--- src/common/busPkg.sv ---
package busPkg;

	typedef logic [31:0] addrT;
	typedef logic [31:0] dataT;
	// bit 0 enables data bits 7..0
	typedef logic [3:0] byteEnT;

	// address areas from bits 31..29
	typedef enum logic [2:0] {
		areaCached   = 3'b000,
		areaUncached = 3'b001,
		areaPurge    = 3'b010,
		areaUnused   = 3'b011,
		areaIo       = 3'b111
	} areaT;

	function automatic areaT areaOf(addrT addr);
		areaT area;
		case (addr[31:29])
			3'b000:  area = areaCached;
			3'b001:  area = areaUncached;
			3'b010:  area = areaPurge;
			3'b111:  area = areaIo;
			default: area = areaUnused;
		endcase
		return area;
	endfunction

	// control register, one byte on lane 1
	typedef logic [7:0] ccrT;

	localparam addrT ccrAddr = 32'hFFFF_FE92;
	localparam int ccrLane = 1;
	localparam int ccrCeBit = 0;
	localparam int ccrCpBit = 4;
	localparam ccrT ccrWriteMask = ccrT'((1 << ccrCeBit) | (1 << ccrCpBit));

endpackage

--- src/design/ccrRegister.sv ---
`timescale 1ns/1ps

module ccrRegister import busPkg::*; (
	input  logic   CLK,
	input  logic   RST_N,
	input  logic   cpuReq,
	input  logic   cpuWr,
	input  addrT   cpuAddr,
	input  byteEnT cpuBe,
	input  dataT   cpuWdata,
	output logic   ccrSel,
	output logic   cacheEnable,
	output logic   purgeAll,
	output dataT   ccrData
);

	ccrT ccr;
	ccrT readBack;

	assign ccrSel = (cpuAddr == ccrAddr) && cpuBe[ccrLane];

	always_ff @(posedge CLK or negedge RST_N) begin
		if (!RST_N) begin
			ccr <= '0;
		end else begin
			// purge bit lives for one cycle
			if (ccr[ccrCpBit])
				ccr[ccrCpBit] <= 1'b0;
			if (cpuReq && cpuWr && ccrSel)
				ccr <= cpuWdata[8*ccrLane +: 8] & ccrWriteMask;
		end
	end

	assign cacheEnable = ccr[ccrCeBit];
	assign purgeAll = ccr[ccrCpBit];

	always_comb begin
		readBack = ccr;
		readBack[ccrCpBit] = 1'b0;
	end

	assign ccrData = {4{readBack}};

endmodule

--- config.mk ---
export PLATFORM = sky130hd
export DESIGN_NAME = ccrRegister
export DESIGN_NICKNAME = d
export VERILOG_FILES = /design/src/common/busPkg.sv /design/src/design/ccrRegister.sv
export SDC_FILE = /design/constraint.sdc
export NUM_CORES = 1
export LEC_CHECK = 0
export ABC_AREA = 1
export BUFFER_PORTS_ARGS = -buffer_cell sky130_fd_sc_hd__buf_2
export CAP_MARGIN = 40
export CORE_AREA = 2 2 47 49
export CTS_BUF_LIST = sky130_fd_sc_hd__clkbuf_8
export DETAILED_ROUTE_END_ITERATION = 10
export DIE_AREA = 0 0 49 51
export GPL_TIMING_DRIVEN = 0
export PLACE_DENSITY = 0.95
export SLEW_MARGIN = 40
export SYNTH_ARGS = -nofsm -noshare
export SYNTH_HDL_FRONTEND = slang
export SYNTH_SLANG_ARGS = --single-unit
export TNS_END_PERCENT = 5
--- constraint.sdc ---
create_clock -name CLK -period 1.43 [get_ports CLK]
set_input_delay 0.0715 -clock CLK [delete_from_list [all_inputs] [get_ports CLK]]
set_output_delay 0.0715 -clock CLK [all_outputs]
set_load 0.02 [all_outputs]
==> run_results.csv, run 1 <==
group,metric,value,unit
floorplan,die_area,2500,um^2
floorplan,ioPinCount,107,
critical_path,startpoint_type,"flop",
floorplan,initial_core_util,23.5,%
hold_path,worstHoldStart,"cpuWdata[12]",
detailed_routing,routed_wl,1160,um
critical_path,startpoint,"ccr[0]$_DFFE_PN0P_",
cts,cts_resized,0,
hold_path,holdPathEnd,"ccr[4]$_DFF_PN0_",
cts,cts.clk_slew.worst_paths,30,ps
power,peakVddDrop,189,uV
logic_synthesis,yosys-top-cells-area,"buf_4 50%, nand2_1 15%, dfrtp_1 10%, nor2_1 7.0%, inv_1 4.7%",
critical_path,crit_path_max_fanout,6,
sta,setup_ws,425,ps
logic_synthesis,synth_top_area_share,49.6,%
sta,setup_viol,0,
floorplan,fp.dieW,49,um
sta,fin_crit,1000,ps
layout,regArea,50.0,um^2
placement,dp_cells,178,
global_route,grt_max_degree,7,
detailed_routing,drtAntennaViolNets,0,
placement,dpl.hpwl,1090,um
global_route,grt_pass1_wl,1840,um
critical_path,rrSetupSlack,750,ps
layout,multi_input_comb_area,269,um^2
placement,place_congestion,0.656,
global_route,antenna_found_initial,0,
critical_path,crit_arrival,930,ps
logic_synthesis,synth_cells,78,
detailed_routing,drc,0,
sta,drv_slew,0,
layout,fin_area,897,um^2
critical_path,path_class,"reg2out",
layout,reg_top3,"ccr (2)",
global_route,track_usage,9.72,%
logic_synthesis,yosys.area.top_type,"buf_4",
detailed_routing,vias,597,
logic_synthesis,seq_area_frac_synth,10.3,%
logic_synthesis,ys_types,13,
global_route,grt_pass1_vias,498,
layout,largest_register_ffs,2,
critical_path,critPathRequiredTime,1360,ps
detailed_routing,vias_per_cell,3.28,
logic_synthesis,netlist_area,484,um^2
detailed_routing,drt_iter0_drc,5,
placement,dp_slack,447,ps
flow_run,maxCapViolCount,0,
cts,h-tree-depth,1,
cts,cts_setup_buffers,0,
critical_path,r2r_end,"ccr[0]$_DFFE_PN0P_",
power,power_leakage,0.600,nW
placement,port_buffers,45,
logic_synthesis,ys_ff_latch,2,
sta,fmax,995,MHz
logic_synthesis,synth_warnings,0,
floorplan,coreArea,2060,um^2
layout,top_register,"ccr",
placement,place_area,846,um^2
detailed_routing,wire_per_inst,6.35,um
sta,hold_viol,0,
sta,finalClockSkew,0,ps
cts,cts_buffers,3,
layout,fillCellCount,230,
cts,root_buffer,"clkbuf_8",
sta,whs,73.3,ps
sta,min_period_over_period,70.3,%
hold_path,holdPathStages,3,
layout,area.growth.synth_to_final,85.3,%
layout,drive_gt1_share,55.8,%
layout,nNetsFinal,228,
layout,diodes,0,
hold_path,hold_class,"in2reg",
cts,cts_tree,"yes",
critical_path,rr_worst_depth,2,
cts,clock-sinks,2,
logic_synthesis,postSynthAreaPerCell,6.21,um^2
floorplan,rows,17,
global_route,overflow,0,
sta,finalSetupTns,0,ps
detailed_routing,first_pass_iters,4,
critical_path,r2r_start,"ccr[0]$_DFFE_PN0P_",
sta,rsz0062_at_grt,"no",
cts,clock_latency,210,ps
cts,clk_path_buf_depth,2,
floorplan,dieHeight,51,um
critical_path,end_kind,"output port",
power,power.density,528,nW/um^2
status,outcome,"finished clean",
layout,final_cells,182,
-- report_power, final --
group | leakage (nW) | switching, mW | internal [mW]
sequential | 0.0280 | 0.000000000113 | 0.0571
combinational | 0.550 | 0.0993 | 0.0963
clock | 0.0216 | 0.0428 | 0.178
total | 0.600 | 0.142 | 0.331
-- synthesized netlist by cell type --
cell	count
nand3_2	1
or2_1	1
inv_2	1
dfrtp_1	2
conb_1	1
nand4_1	2
buf_4	32
nand2_2	1
nor2_1	9
nor2_4	1
inv_1	6
nand2_1	19
nor2_2	2
-- cells by family (layout without fill, tap and decap cells) --
kind of cell	Yosys count	in the layout	synth area share (%)
flops	2	2	10.3
buf+inv	39	88	55.0
other cells	1	28	0.774
simple gates	36	36	33.9
-- how the worst max path moves through the flow --
stage / slack (ps) / depth (start not counted) / to
global placement: 460 / 6 / ccrSel
detailed placement: 450 / 6 / ccrSel
finish: 430 / 2 / ccrData[16]
floorplan: 590 / 6 / ccr[0]$_DFFE_PN0P_
global route: 380 / 2 / ccrData[16]
CTS: 410 / 2 / ccrData[16]
-- cells in the final DEF, fill, tap and decap left out --
cell | synthesis | layout
buf_2 | 0 | 45
buf_4 | 32 | 32
conb_1 | 1 | 28
nand2_1 | 19 | 19
nor2_1 | 9 | 9
inv_1 | 6 | 6
clkbuf_8 | 0 | 3
nor2_2 | 2 | 2
nand4_1 | 2 | 2
dfrtp_1 | 2 | 2
inv_2 | 1 | 1
or2_1 | 1 | 1
nand2_2 | 1 | 1
nor2_4 | 1 | 1
nand3_2 | 1 | 1
dlygate4sd3_1 | 0 | 1
-- per-stage QoR --
| stage | util (%) | total power [mW] |
|---|---|---|
| floorplan | - | 0.197 |
| global placement | 41.0 | 0.246 |
| detailed placement | 41.0 | 0.249 |
| CTS | 43.5 | 0.475 |
| global route | 43.5 | 0.509 |
| finish | 43.5 | 0.473 |
-- critical path, cell delays in order, from the launching register on --
cell	delay, ps
dfrtp_1	420
buf_4	160
buf_2	150
-- area by class of cell --
class	instances	area share (%)
plain buffers	32	26.8
inverters	7	2.93
multi-input cells	64	30.0
well taps	28	3.91
repair buffers	46	26.2
clock buffers	3	4.60
flip-flops and latches	2	5.58
-- timing repair --
| action | 4_1_cts | 5_1_grt |
|---|---|---|
| endpoints found under the hold margin | 2 | 0 |
| setup endpoints to repair | 0 | 0 |
| hold buffers | 1 | 0 |
-- metal layers --
layer | wire [um] | track usage [%] | share of wire, % | up-vias
li1 | - | - | - | 323
met1 | 364 | 7.99 | 32 | 224
met2 | 583 | 20.1 | 50 | 50
met3 | 207 | 2.92 | 18 | 0
met4 | 0 | 5.71 | 0 | 0
met5 | 0 | 0 | 0 | -
(Power assumes the default switching activity.)
==> inputs of run 2 (changes only) <==
--- a/config.mk
+++ b/config.mk
@@ -8,12 +8,12 @@
 export ABC_AREA = 1
 export BUFFER_PORTS_ARGS = -buffer_cell sky130_fd_sc_hd__buf_2
 export CAP_MARGIN = 40
-export CORE_AREA = 2 2 47 49
+export CORE_AREA = 2 2 52 54
 export CTS_BUF_LIST = sky130_fd_sc_hd__clkbuf_8
 export DETAILED_ROUTE_END_ITERATION = 10
-export DIE_AREA = 0 0 49 51
+export DIE_AREA = 0 0 54 56
 export GPL_TIMING_DRIVEN = 0
-export PLACE_DENSITY = 0.95
+export PLACE_DENSITY = 0.84
 export SLEW_MARGIN = 40
 export SYNTH_ARGS = -nofsm -noshare
 export SYNTH_HDL_FRONTEND = slang
==> constraint.sdc (replaced) <==
create_clock -name CLK -period 0.9 [get_ports CLK]
set_input_delay 0.045 -clock CLK [delete_from_list [all_inputs] [get_ports CLK]]
set_output_delay 0.045 -clock CLK [all_outputs]
set_load 0.02 [all_outputs]
==> run 2 against run 1 <==
Effect of this change:
- the run now ends with setup timing left
- sequential share of layout area fell by 0.20 points
- global-route usage is 1.8 points lower
- die area up 21%
- cell area rose by 6.3%
==> run_results.csv, run 2 (same netlist as run 1, synthesis figures left out) <==
group,metric,value,unit
power,power_leakage,0.608,nW
cts,root_buffer,"clkbuf_8",
layout,nNetsFinal,229,
power,p_seq_share,12.0,%
power,power.density,791,nW/um^2
critical_path,critical_path_buf_inv_count,2,
global_route,grt_max_degree,7,
layout,fillCellCount,265,
power,swShare,30.2,%
power,power.internal,0.526,mW
power,combPwrFrac,41.1,%
global_route,grt_pass1_wl,1830,um
layout,largest_register_ffs,2,
detailed_routing,drc,0,
sta,setup_ws,-43.4,ps
cts,h-tree-depth,1,
critical_path,crit_arrival,900,ps
floorplan,initial_core_util,19.9,%
floorplan,rows,18,
floorplan,dieHeight,56,um
detailed_routing,vias,622,
detailed_routing,wire_per_inst,6.26,um
layout,drive_gt1_share,57.4,%
layout,regArea,51.3,um^2
critical_path,crit_path_max_fanout,6,
placement,place_congestion,0.671,
status,violations,"setup timing",
detailed_routing,vias_per_cell,3.36,
sta,fmax,1060,MHz
critical_path,cp_slowest_stage_delay,440,ps
layout,reg_top3,"ccr (2)",
layout,multi_input_comb_area,272,um^2
global_route,overflow,0,
sta,fin_crit,943,ps
cts,clock_latency,210,ps
sta,rsz0062_at_grt,"yes",
detailed_routing,routed_wl,1160,um
layout,diodes,0,
cts,cts_buffers,3,
hold_path,worstHoldStart,"cpuWdata[12]",
detailed_routing,first_pass_iters,1,
floorplan,ioPinCount,107,
sta,min_period_over_period,105,%
layout,top_register,"ccr",
detailed_routing,drt_iter0_drc,0,
power,peakVddDrop,540,uV
cts,clk_path_buf_depth,2,
critical_path,worst_path_most_repeated_cell,"buf_6",
floorplan,fp.dieW,54,um
cts,clock-sinks,2,
critical_path,cp_top_family,"flip-flops",
global_route,grt_pass1_vias,562,
floorplan,coreArea,2430,um^2
critical_path,path_cells,"buf_6, buf_6",
sta,hold_viol,0,
cts,cts_tree,"yes",
hold_path,hold_class,"in2reg",
cts,cts.clk_slew.worst_paths,30,ps
placement,port_buffers,45,
critical_path,path_class,"reg2out",
floorplan,die_area,3020,um^2
critical_path,startpoint_type,"flop",
layout,final_common_cell,"buf_2",
power,p_clk_share,46.9,%
critical_path,worst_path_max_delay_cell,"dfrtp_2",
power,p_sw,0.228,mW
layout,area.growth.synth_to_final,96.9,%
layout,most-common-layout-cells,"40 x buf_2, 30 x buf_4, 28 x conb_1",
status,outcome,"finished, violations left",
sta,finalClockSkew,0,ps
placement,dpl.hpwl,1050,um
detailed_routing,drtAntennaViolNets,0,
global_route,antenna_found_initial,0,
placement,dp_slack,-11.3,ps
critical_path,end_kind,"output port",
sta,drv_slew,0,
power,finalPower,0.754,mW
critical_path,r2r_start,"ccr[0]$_DFFE_PN0P_",
sta,setup_viol,4,
flow_run,maxCapViolCount,0,
critical_path,critPathRequiredTime,850,ps
critical_path,startpoint,"ccr[0]$_DFFE_PN0P_",
global_route,track_usage,7.91,%
run 2: final timing paths:
kind                                      endpoint  slack (ps)  cells after the start
worst max-delay path                    ccrData[8]         -40                      2
worst min-delay path              ccr[4]$_DFF_PN0_          50                      3
worst max register to register  ccr[0]$_DFFE_PN0P_         100                      3
worst min register to register  ccr[0]$_DFFE_PN0P_         680                      3
max in group asynchronous       ccr[0]$_DFFE_PN0P_         650                      2
min in group asynchronous         ccr[4]$_DFF_PN0_         150                      2
run 2: metrics by stage:
stage          std cells  TNS [ps]  hold slack [ps]  instance area [um^2]  utilization [%]
4_1_cts              185      -176             45.2                   951             39.1
3_3_place_gp         180     -5.75             -170                   848             34.9
3_5_place_dp         180     -17.3             -168                   848             34.9
2_1_floorplan        105         0             -251                   586                -
6_report             185      -165             45.5                   953             39.2
5_1_grt              185      -322             50.8                   953             39.2
run 2: layer usage:
| layer | up-vias | track usage [%] | part of all wire (%) |
|---|---|---|---|
| met1 | 249 | 5.47 | 28 |
| met2 | 46 | 16.6 | 55 |
| met5 | - | 0 | 0 |
| li1 | 325 | - | - |
| met3 | 2 | 1.88 | 16 |
| met4 | 0 | 5.00 | 1.2 |
run 2: cell type report:
| type | count | share of cell area (%) |
|---|---|---|
| multi-input cells | 64 | 28.5 |
| clock buffers | 3 | 4.33 |
| well taps | 30 | 3.94 |
| inverters | 7 | 2.76 |
| flip-flops and latches | 2 | 5.38 |
| repair buffers | 47 | 28.3 |
| plain buffers | 32 | 26.8 |
run 2: power by group through the flow:
| stage | Sequential [mW] | Combinational [mW] | Clock, mW |
|---|---|---|---|
| floorplan | 0.0916 | 0.221 | 0 |
| global placement | 0.0916 | 0.299 | 0 |
| detailed placement | 0.0916 | 0.303 | 0 |
| CTS | 0.0907 | 0.307 | 0.360 |
| global route | 0.0906 | 0.345 | 0.371 |
| finish | 0.0907 | 0.310 | 0.353 |
run 2: repair_timing:
| item | in CTS | in global routing |
|---|---|---|
| hold buffers | 1 | 0 |
| buffers inserted | 1 | 0 |
| gates resized for setup | 14 | 1 |
| setup endpoints to repair | 5 | 5 |
| hold endpoints to repair | 2 | 0 |
run 2: worst min-delay path, stage by stage:
cell and delay (ps):
buf_2 90, inv_1 40, nor2_1 40
