## src/common/busPkg.sv

```systemverilog
package busPkg;

	typedef logic [31:0] addrT;
	typedef logic [31:0] dataT;
	// bit 0 enables data bits 7..0
	typedef logic [3:0] byteEnT;

	// address areas from bits 31..29
	typedef enum logic [2:0] {
		areaCached   = 3'b000,
		areaUncached = 3'b001,
		areaPurge    = 3'b010,
		areaUnused   = 3'b011,
		areaIo       = 3'b111
	} areaT;

	function automatic areaT areaOf(addrT addr);
		areaT area;
		case (addr[31:29])
			3'b000:  area = areaCached;
			3'b001:  area = areaUncached;
			3'b010:  area = areaPurge;
			3'b111:  area = areaIo;
			default: area = areaUnused;
		endcase
		return area;
	endfunction

	// control register, one byte on lane 1
	typedef logic [7:0] ccrT;

	localparam addrT ccrAddr = 32'hFFFF_FE92;
	localparam int ccrLane = 1;
	localparam int ccrCeBit = 0;
	localparam int ccrCpBit = 4;
	localparam ccrT ccrWriteMask = ccrT'((1 << ccrCeBit) | (1 << ccrCpBit));

endpackage

```

## src/common/cachePkg.sv

```systemverilog
package cachePkg;

	// one-hot way select
	typedef logic [3:0] wayT;

	// pseudo-LRU state, one bit per way pair
	// bit set means the lower way of the pair was used more recently
	// pairs by bit: 5=(0,1) 4=(0,2) 3=(0,3) 2=(1,2) 1=(1,3) 0=(2,3)
	typedef logic [5:0] lruT;

	// word inside a line
	typedef logic [1:0] wordSelT;

	localparam int lineWords = 4;
	localparam int numWays = 4;

	// all-zero state points at way 0 as least recent
	localparam lruT lruClear = 6'b000000;

	localparam wayT wayFirst = 4'b0001;
	localparam wayT waySecond = 4'b0010;
	localparam wayT wayThird = 4'b0100;
	localparam wayT wayFourth = 4'b1000;

endpackage

```

## src/common/arrayIf.sv

```systemverilog
`timescale 1ns/1ps

interface arrayIf import busPkg::*, cachePkg::*; ();
	addrT   lookupAddr;
	addrT   wrAddr;
	wayT    wrWay;
	dataT   wrData;
	byteEnT wrBe;
	logic   fill;
	logic   write;
	logic   touch;
	logic   linePurge;

	logic   hit;
	wayT    hitWay;
	wayT    tagWay;
	dataT   readData;
	wayT    victimWay;

	modport ctrl (
		output lookupAddr, wrAddr, wrWay, wrData, wrBe, fill, write, touch, linePurge,
		input  hit, hitWay, tagWay, readData, victimWay
	);

	modport array (
		input  lookupAddr, wrAddr, wrWay, wrData, wrBe, fill, write, touch, linePurge,
		output hit, hitWay, tagWay, readData, victimWay
	);
endinterface

```

## src/design/cacheController.sv

```systemverilog
`timescale 1ns/1ps

module cacheController import busPkg::*, cachePkg::*; (
	input  logic   CLK,
	input  logic   RST_N,
	input  logic   cpuReq,
	input  logic   cpuWr,
	input  addrT   cpuAddr,
	input  dataT   cpuWdata,
	input  byteEnT cpuBe,
	output dataT   cpuRdata,
	output logic   cpuBusy,
	output addrT   memAddr,
	output dataT   memWdata,
	output byteEnT memBe,
	output logic   memWe,
	output logic   memReq,
	output logic   memLock,
	input  logic   memWait,
	input  dataT   memRdata,
	input  logic   ccrSel,
	input  logic   cacheEnable,
	input  dataT   ccrData,
	arrayIf.ctrl   arr
);

	typedef enum logic [2:0] {idle, memWrite, memRead, readDone, lineFill} stateT;

	stateT   state;
	areaT    area;
	logic    accept;
	logic    cachedOn;
	logic    readHit;
	logic    readMiss;
	logic    passRead;
	logic    busWrite;
	logic    hitWrite;
	logic    purgeWrite;
	logic    fillStrobe;
	wordSelT critWord;
	wayT     fillWay;
	dataT    rdLatch;

	// new request, register accesses never leave idle
	assign area = areaOf(cpuAddr);
	assign accept = cpuReq && !ccrSel && (state == idle);
	assign cachedOn = (area == areaCached) && cacheEnable;

	assign readHit = accept && !cpuWr && cachedOn && arr.hit;
	assign readMiss = accept && !cpuWr && cachedOn && !arr.hit;
	assign passRead = accept && !cpuWr && !cachedOn
		&& (area inside {areaCached, areaUncached, areaIo});
	assign busWrite = accept && cpuWr && (area inside {areaCached, areaUncached, areaIo});
	assign hitWrite = busWrite && cachedOn && arr.hit;
	assign purgeWrite = accept && cpuWr && (area == areaPurge);
	assign fillStrobe = (state == lineFill) && !memWait;

	assign arr.lookupAddr = cpuAddr;
	assign arr.wrAddr = (state == lineFill) ? memAddr : cpuAddr;
	assign arr.wrWay = (state == lineFill) ? fillWay : purgeWrite ? arr.tagWay : arr.hitWay;
	assign arr.wrData = (state == lineFill) ? memRdata : cpuWdata;
	assign arr.wrBe = cpuBe;
	assign arr.fill = fillStrobe;
	assign arr.write = hitWrite;
	assign arr.touch = readHit || hitWrite || fillStrobe;
	assign arr.linePurge = purgeWrite;

	always_comb begin
		case (state)
			idle:     cpuBusy = readMiss || passRead || busWrite;
			memWrite: cpuBusy = cpuReq && memWait;
			memRead:  cpuBusy = cpuReq;
			lineFill: cpuBusy = cpuReq;
			default:  cpuBusy = 1'b0;
		endcase
	end

	always_comb begin
		if (ccrSel)
			cpuRdata = ccrData;
		else if (state == readDone)
			cpuRdata = rdLatch;
		else if (readHit)
			cpuRdata = arr.readData;
		else
			cpuRdata = '0;
	end

	always_ff @(posedge CLK or negedge RST_N) begin
		if (!RST_N) begin
			state <= idle;
			memAddr <= '0;
			memWdata <= '0;
			memBe <= '0;
			memWe <= 1'b0;
			memReq <= 1'b0;
			memLock <= 1'b0;
		end else begin
			case (state)
				idle: begin
					if (busWrite) begin
						memAddr <= cpuAddr;
						memWdata <= cpuWdata;
						memBe <= cpuBe;
						memWe <= 1'b1;
						memReq <= 1'b1;
						state <= memWrite;
					end else if (passRead) begin
						memAddr <= cpuAddr;
						memBe <= cpuBe;
						memWe <= 1'b0;
						memReq <= 1'b1;
						state <= memRead;
					end else if (readMiss) begin
						// wrap order, requested word comes last
						memAddr <= {cpuAddr[31:4], cpuAddr[3:2] + 2'd1, 2'b00};
						memBe <= 4'b1111;
						memWe <= 1'b0;
						memReq <= 1'b1;
						memLock <= 1'b1;
						state <= lineFill;
					end
				end
				memWrite: begin
					if (!memWait) begin
						memReq <= 1'b0;
						memWe <= 1'b0;
						state <= idle;
					end
				end
				memRead: begin
					if (!memWait) begin
						memReq <= 1'b0;
						state <= readDone;
					end
				end
				readDone: state <= idle;
				lineFill: begin
					if (!memWait) begin
						memAddr[3:2] <= memAddr[3:2] + 2'd1;
						// unlock for the last word
						if (memAddr[3:2] == wordSelT'(critWord - 2'd1))
							memLock <= 1'b0;
						if (memAddr[3:2] == critWord) begin
							memReq <= 1'b0;
							state <= idle;
						end
					end
				end
				default: state <= idle;
			endcase
		end
	end

	always_ff @(posedge CLK) begin
		if (readMiss) begin
			critWord <= cpuAddr[3:2];
			fillWay <= arr.victimWay;
		end
		if (state == memRead && !memWait)
			rdLatch <= memRdata;
	end

endmodule

```

## src/flat_wrapper.sv

```systemverilog
// flat-port wrapper written by rule: the top's interface ports become plain ports
module cacheController_flat import busPkg::*, cachePkg::*;
  (CLK, RST_N, cpuReq, cpuWr, cpuAddr, cpuWdata, cpuBe, cpuRdata, cpuBusy, memAddr, memWdata, memBe, memWe, memReq, memLock, memWait, memRdata, ccrSel, cacheEnable, ccrData, arr_lookupAddr, arr_wrAddr, arr_wrWay, arr_wrData, arr_wrBe, arr_fill, arr_write, arr_touch, arr_linePurge, arr_hit, arr_hitWay, arr_tagWay, arr_readData, arr_victimWay);
  arrayIf arr_i ();
  input  logic CLK;
  input  logic RST_N;
  input  logic cpuReq;
  input  logic cpuWr;
  input  addrT cpuAddr;
  input  dataT cpuWdata;
  input  byteEnT cpuBe;
  output dataT cpuRdata;
  output logic cpuBusy;
  output addrT memAddr;
  output dataT memWdata;
  output byteEnT memBe;
  output logic memWe;
  output logic memReq;
  output logic memLock;
  input  logic memWait;
  input  dataT memRdata;
  input  logic ccrSel;
  input  logic cacheEnable;
  input  dataT ccrData;
  output wire logic [$bits(arr_i.lookupAddr)-1:0] arr_lookupAddr;
  output wire logic [$bits(arr_i.wrAddr)-1:0] arr_wrAddr;
  output wire logic [$bits(arr_i.wrWay)-1:0] arr_wrWay;
  output wire logic [$bits(arr_i.wrData)-1:0] arr_wrData;
  output wire logic [$bits(arr_i.wrBe)-1:0] arr_wrBe;
  output wire logic [$bits(arr_i.fill)-1:0] arr_fill;
  output wire logic [$bits(arr_i.write)-1:0] arr_write;
  output wire logic [$bits(arr_i.touch)-1:0] arr_touch;
  output wire logic [$bits(arr_i.linePurge)-1:0] arr_linePurge;
  input wire logic [$bits(arr_i.hit)-1:0] arr_hit;
  input wire logic [$bits(arr_i.hitWay)-1:0] arr_hitWay;
  input wire logic [$bits(arr_i.tagWay)-1:0] arr_tagWay;
  input wire logic [$bits(arr_i.readData)-1:0] arr_readData;
  input wire logic [$bits(arr_i.victimWay)-1:0] arr_victimWay;
  assign arr_lookupAddr = arr_i.lookupAddr;
  assign arr_wrAddr = arr_i.wrAddr;
  assign arr_wrWay = arr_i.wrWay;
  assign arr_wrData = arr_i.wrData;
  assign arr_wrBe = arr_i.wrBe;
  assign arr_fill = arr_i.fill;
  assign arr_write = arr_i.write;
  assign arr_touch = arr_i.touch;
  assign arr_linePurge = arr_i.linePurge;
  assign arr_i.hit = arr_hit;
  assign arr_i.hitWay = arr_hitWay;
  assign arr_i.tagWay = arr_tagWay;
  assign arr_i.readData = arr_readData;
  assign arr_i.victimWay = arr_victimWay;
  cacheController u_core (.CLK(CLK), .RST_N(RST_N), .cpuReq(cpuReq), .cpuWr(cpuWr), .cpuAddr(cpuAddr), .cpuWdata(cpuWdata), .cpuBe(cpuBe), .cpuRdata(cpuRdata), .cpuBusy(cpuBusy), .memAddr(memAddr), .memWdata(memWdata), .memBe(memBe), .memWe(memWe), .memReq(memReq), .memLock(memLock), .memWait(memWait), .memRdata(memRdata), .ccrSel(ccrSel), .cacheEnable(cacheEnable), .ccrData(ccrData), .arr(arr_i));
endmodule
```

## config.mk

```make
export PLATFORM = sky130hd
export DESIGN_NAME = cacheController_flat
export DESIGN_NICKNAME = d
export VERILOG_FILES = /design/src/common/busPkg.sv /design/src/common/cachePkg.sv /design/src/common/arrayIf.sv /design/src/design/cacheController.sv /design/src/flat_wrapper.sv
export SDC_FILE = /design/constraint.sdc
export NUM_CORES = 1
export LEC_CHECK = 0
export BUFFER_PORTS_ARGS = -buffer_cell sky130_fd_sc_hd__buf_2
export CAP_MARGIN = 25
export CORE_AREA = 2 2 152 154
export CTS_BUF_LIST = sky130_fd_sc_hd__clkbuf_8
export DETAILED_ROUTE_END_ITERATION = 10
export DIE_AREA = 0 0 154 156
export PLACE_DENSITY = 0.57
export SLEW_MARGIN = 20
export SYNTH_ARGS = -nofsm -noshare
export SYNTH_HDL_FRONTEND = slang
export SYNTH_SLANG_ARGS = --single-unit
```

## constraint.sdc

```tcl
create_clock -name CLK -period 5.28 [get_ports CLK]
set_clock_uncertainty 0.2 [all_clocks]
set_input_delay 1.056 -clock CLK [delete_from_list [all_inputs] [get_ports CLK]]
set_output_delay 1.056 -clock CLK [all_outputs]
set_load 0.03 [all_outputs]
```

==> flow_metrics.py <==
metrics = {
    "clocking": {
        "clk_pin_slew_ns": 0.11,
        "tritoncts": "built",
        "hold_buffers": 0,
        "clk_latency_ns": 0.37,
        "cts_buffer_depth": 2,
        "htree_levels": 3,
        "postCtsSetupRepairBufs": 0,
        "cts_buffers": 9,
        "cts_resized": 0,
        "cts.sinks": 112,
        "cts_root_buf": "clkbuf_8",
    },
    "min_path": {
        "worstHoldPathType": "flop to flop",
        "min_to": "u_core.memWdata[24]$_DFFE_PN0P_",
        "hold_path_depth": 1,
        "hp-start": "u_core.memWdata[24]$_DFFE_PN0P_",
    },
    "global_routing": {
        "met1_usage_pct": 22.2,
        "grt_pass1_wl_um": 33200,
        "grt_pass1_vias": 5954,
        "busiest_layer": "met2",
        "grt_remaining_overflow": 0,
        "grt_start_max_net_pins": 75,
        "grt_util_met3_pct": 4.31,
        "antenna_found_initial": 1,
        "met2_usage_pct": 30.4,
        "grt.total_usage_pct": 17.7,
    },
    "yosys": {
        "async_reset_ff_share_pct": 66.1,
        "synth_compound_area_share_pct": 14.3,
        "synth_edf_count": 38,
        "synth_commonest_cells": "nand2_1 (325), dfrtp_1 (74), edfxtp_1 (38)",
        "synth_area_sq_um": 6400,
        "synthCells": 700,
        "yosysUniqueCellTypes": 51,
        "synth-xor-area-share_pct": 0.684,
        "yosys.area_share.simple_pct": 23.2,
        "synth.area.mux_share_pct": 6.26,
        "synth_top_area_share_pct": 28.9,
        "syn_nets": 884,
        "syn_avg_cell_area_sq_um": 9.14,
        "synthAdderAreaFrac_pct": 0,
        "yosysWarnings": 0,
        "synth_flop_cell": "dfrtp_1",
        "synth_seq_cells": 112,
        "yosys.cell_count.top_type": "nand2_1",
        "synth_top_family_by_area": "simple AND/OR/NAND/NOR gates",
        "synth_top_cell_by_area": "dfrtp_1",
        "yosysSeqAreaShare_pct": 46.8,
        "synth_area_leaders": "dfrtp_1 (29%), nand2_1 (19%), edfxtp_1 (18%)",
    },
    "worst_setup_path": {
        "rrSetupSlack_ns": 2.85,
        "worst_path_max_delay_cell": "nor2_8",
        "reg2reg_from": "u_core.state[2]$_DFFE_PN0P_",
        "path_buf_inv": 2,
        "slowest_delay_ns": 0.56,
        "critPathLaunchType": "primary input",
        "critPathTopFamily": "simple AND/OR/NAND/NOR gates",
        "rr_endpoint": "u_core.memAddr[3]$_DFFE_PN0P_",
        "crit_chain": "buf_2, nor3_1, nand3_2, nor2_8, a22oi_1, o21ai_1, buf_2",
        "cp.required_ns": 4.02,
        "r2r_cells": 6,
        "worstSetupEndpointType": "output pin",
        "crit_top_cell": "buf_2",
        "crit_fanout": 32,
        "critPathKind": "primary input to output pin",
        "worstPathArrival_ns": 3.06,
    },
    "sta": {
        "slew_viol_final": 0,
        "max_slew_margin_pct": 33.8,
        "max_freq_mhz": 232,
        "report.final.hold_viol_count": 0,
        "finalSetupViolCount": 0,
        "fin_crit_sh_pct": 81.6,
        "tightest_slew_ns": 0.990,
        "fin_crit_ns": 4.31,
        "setup-tns-final_ns": 0,
        "rsz0062_at_grt": "no",
    },
    "floorplanning": {
        "ios": 396,
        "core_area_sq_um": 22400,
        "dieArea_sq_um": 24000,
        "num_rows": 55,
        "start_util_pct": 28.6,
        "die_w_um": 154,
        "fp.dieH_um": 156,
    },
    "routing": {
        "drcViolationCount": 0,
        "routedWlPerCell_um": 16.5,
        "dr.pass1.iters": 4,
        "vias": 6019,
        "routed_via_density": 4.55,
        "routed_wl_um": 21900,
        "ant_nets": 0,
        "drt-initial-drc-count": 352,
    },
    "pwr": {
        "p_leak_nw": 4.41,
        "power.density_nw_per_um2": 418,
        "ir_worst_vdd_mv": 0.177,
    },
    "run_status": {
        "run_status": "finished clean",
    },
    "flow_run": {
        "cap_violations": 0,
    },
    "place": {
        "numPortBuffers": 395,
        "dp.cells": 1308,
        "hpwl_um": 16900,
        "routabilityCongestion": 0.853,
    },
    "final_layout": {
        "layout-drive-gt1-share_pct": 49.6,
        "num_antenna_cells": 0,
        "nets": 1218,
        "syn_to_final_growth_pct": 32.4,
        "fin_cells": 1324,
    },
}
## logic make-up after synthesis
family	Yosys count
buffers and inverters	84
xor gates and xnor gates	5
and+or+nand+nor	363
AOI/OAI and AO/OA	100
DFF	112
muxes	36
## sequential cells by signal, summed over array words and instances, names as in the netlist
| register | cells |
|---|---|
| u_core.memWe | 1 |
| u_core.critWord | 2 |
| u_core.memReq | 1 |
| u_core.state | 3 |
| u_core.memWdata | 32 |
| u_core.memLock | 1 |
| u_core.rdLatch | 32 |
| u_core.memAddr | 32 |
| u_core.fillWay | 4 |
| u_core.memBe | 4 |
## report_power, final
group,switching (mW),total [mW],internal [mW]
logic,1.14,1.65,0.512
clock network,0.306,0.479,0.173
registers,0.209,1.41,1.20
## stage by stage
step | cell area [sq um] | hold slack (ns) | power, mW | util [%] | setup slack (ns)
floorplan | 6400 | 0.400 | 2.53 | - | 1.30
global placement | 8280 | 0.272 | 3.08 | 37.0 | 1.05
detailed placement | 8300 | 0.277 | 3.10 | 37.1 | 0.991
CTS | 8470 | 0.303 | 3.59 | 37.9 | 0.977
global route | 8470 | 0.321 | 3.77 | 37.9 | 0.822
finish | 8470 | 0.297 | 3.54 | 37.9 | 0.969
## cell type report
class | count | area [sq um]
inverters | 4 | 15.0
fillers | 2314 | 13900
clock inverters | 7 | 46.3
repair buffers | 403 | 2060
well taps | 285 | 357
clock buffers | 9 | 124
multi-input cells | 504 | 2880
flip-flops and latches | 112 | 2990
## worst max path at each step
stage,start,slack (ns),cells after the start,end
floorplan,ccrSel,1.30,5,arr_wrWay[0]
global placement,ccrSel,1.05,7,cpuRdata[31]
detailed placement,cpuAddr[29],0.99,7,cpuRdata[0]
CTS,cpuAddr[29],0.98,7,cpuRdata[0]
global route,cpuAddr[29],0.82,7,cpuRdata[31]
finish,cpuAddr[29],0.97,7,cpuRdata[0]
## layer usage
layer / routed length, um / share of wire (%)
met1: 9460 / 43
met2: 10500 / 48
met3: 1470 / 6.7
met4: 403 / 1.8
met5: 11 / 0.050
## cells in the final DEF, fill, tap and decap left out, drive strengths merged, types with 2 or more instances in the layout
cell,n
inv,6
and3,2
edfxtp,38
nand3,5
or2,2
a21oi,6
o22a,4
clkinv,4
xnor2,5
and2,2
mux2,32
dfrtp,74
a22oi,35
clkbuf,9
a22o,2
nor2,11
buf,403
nand2,325
mux2i,4
nand3b,2
o21ai,41
nand2b,5
nor3,3
o21a,2
o31ai,2
No activity file was read; power rests on OpenSTA's default activity.
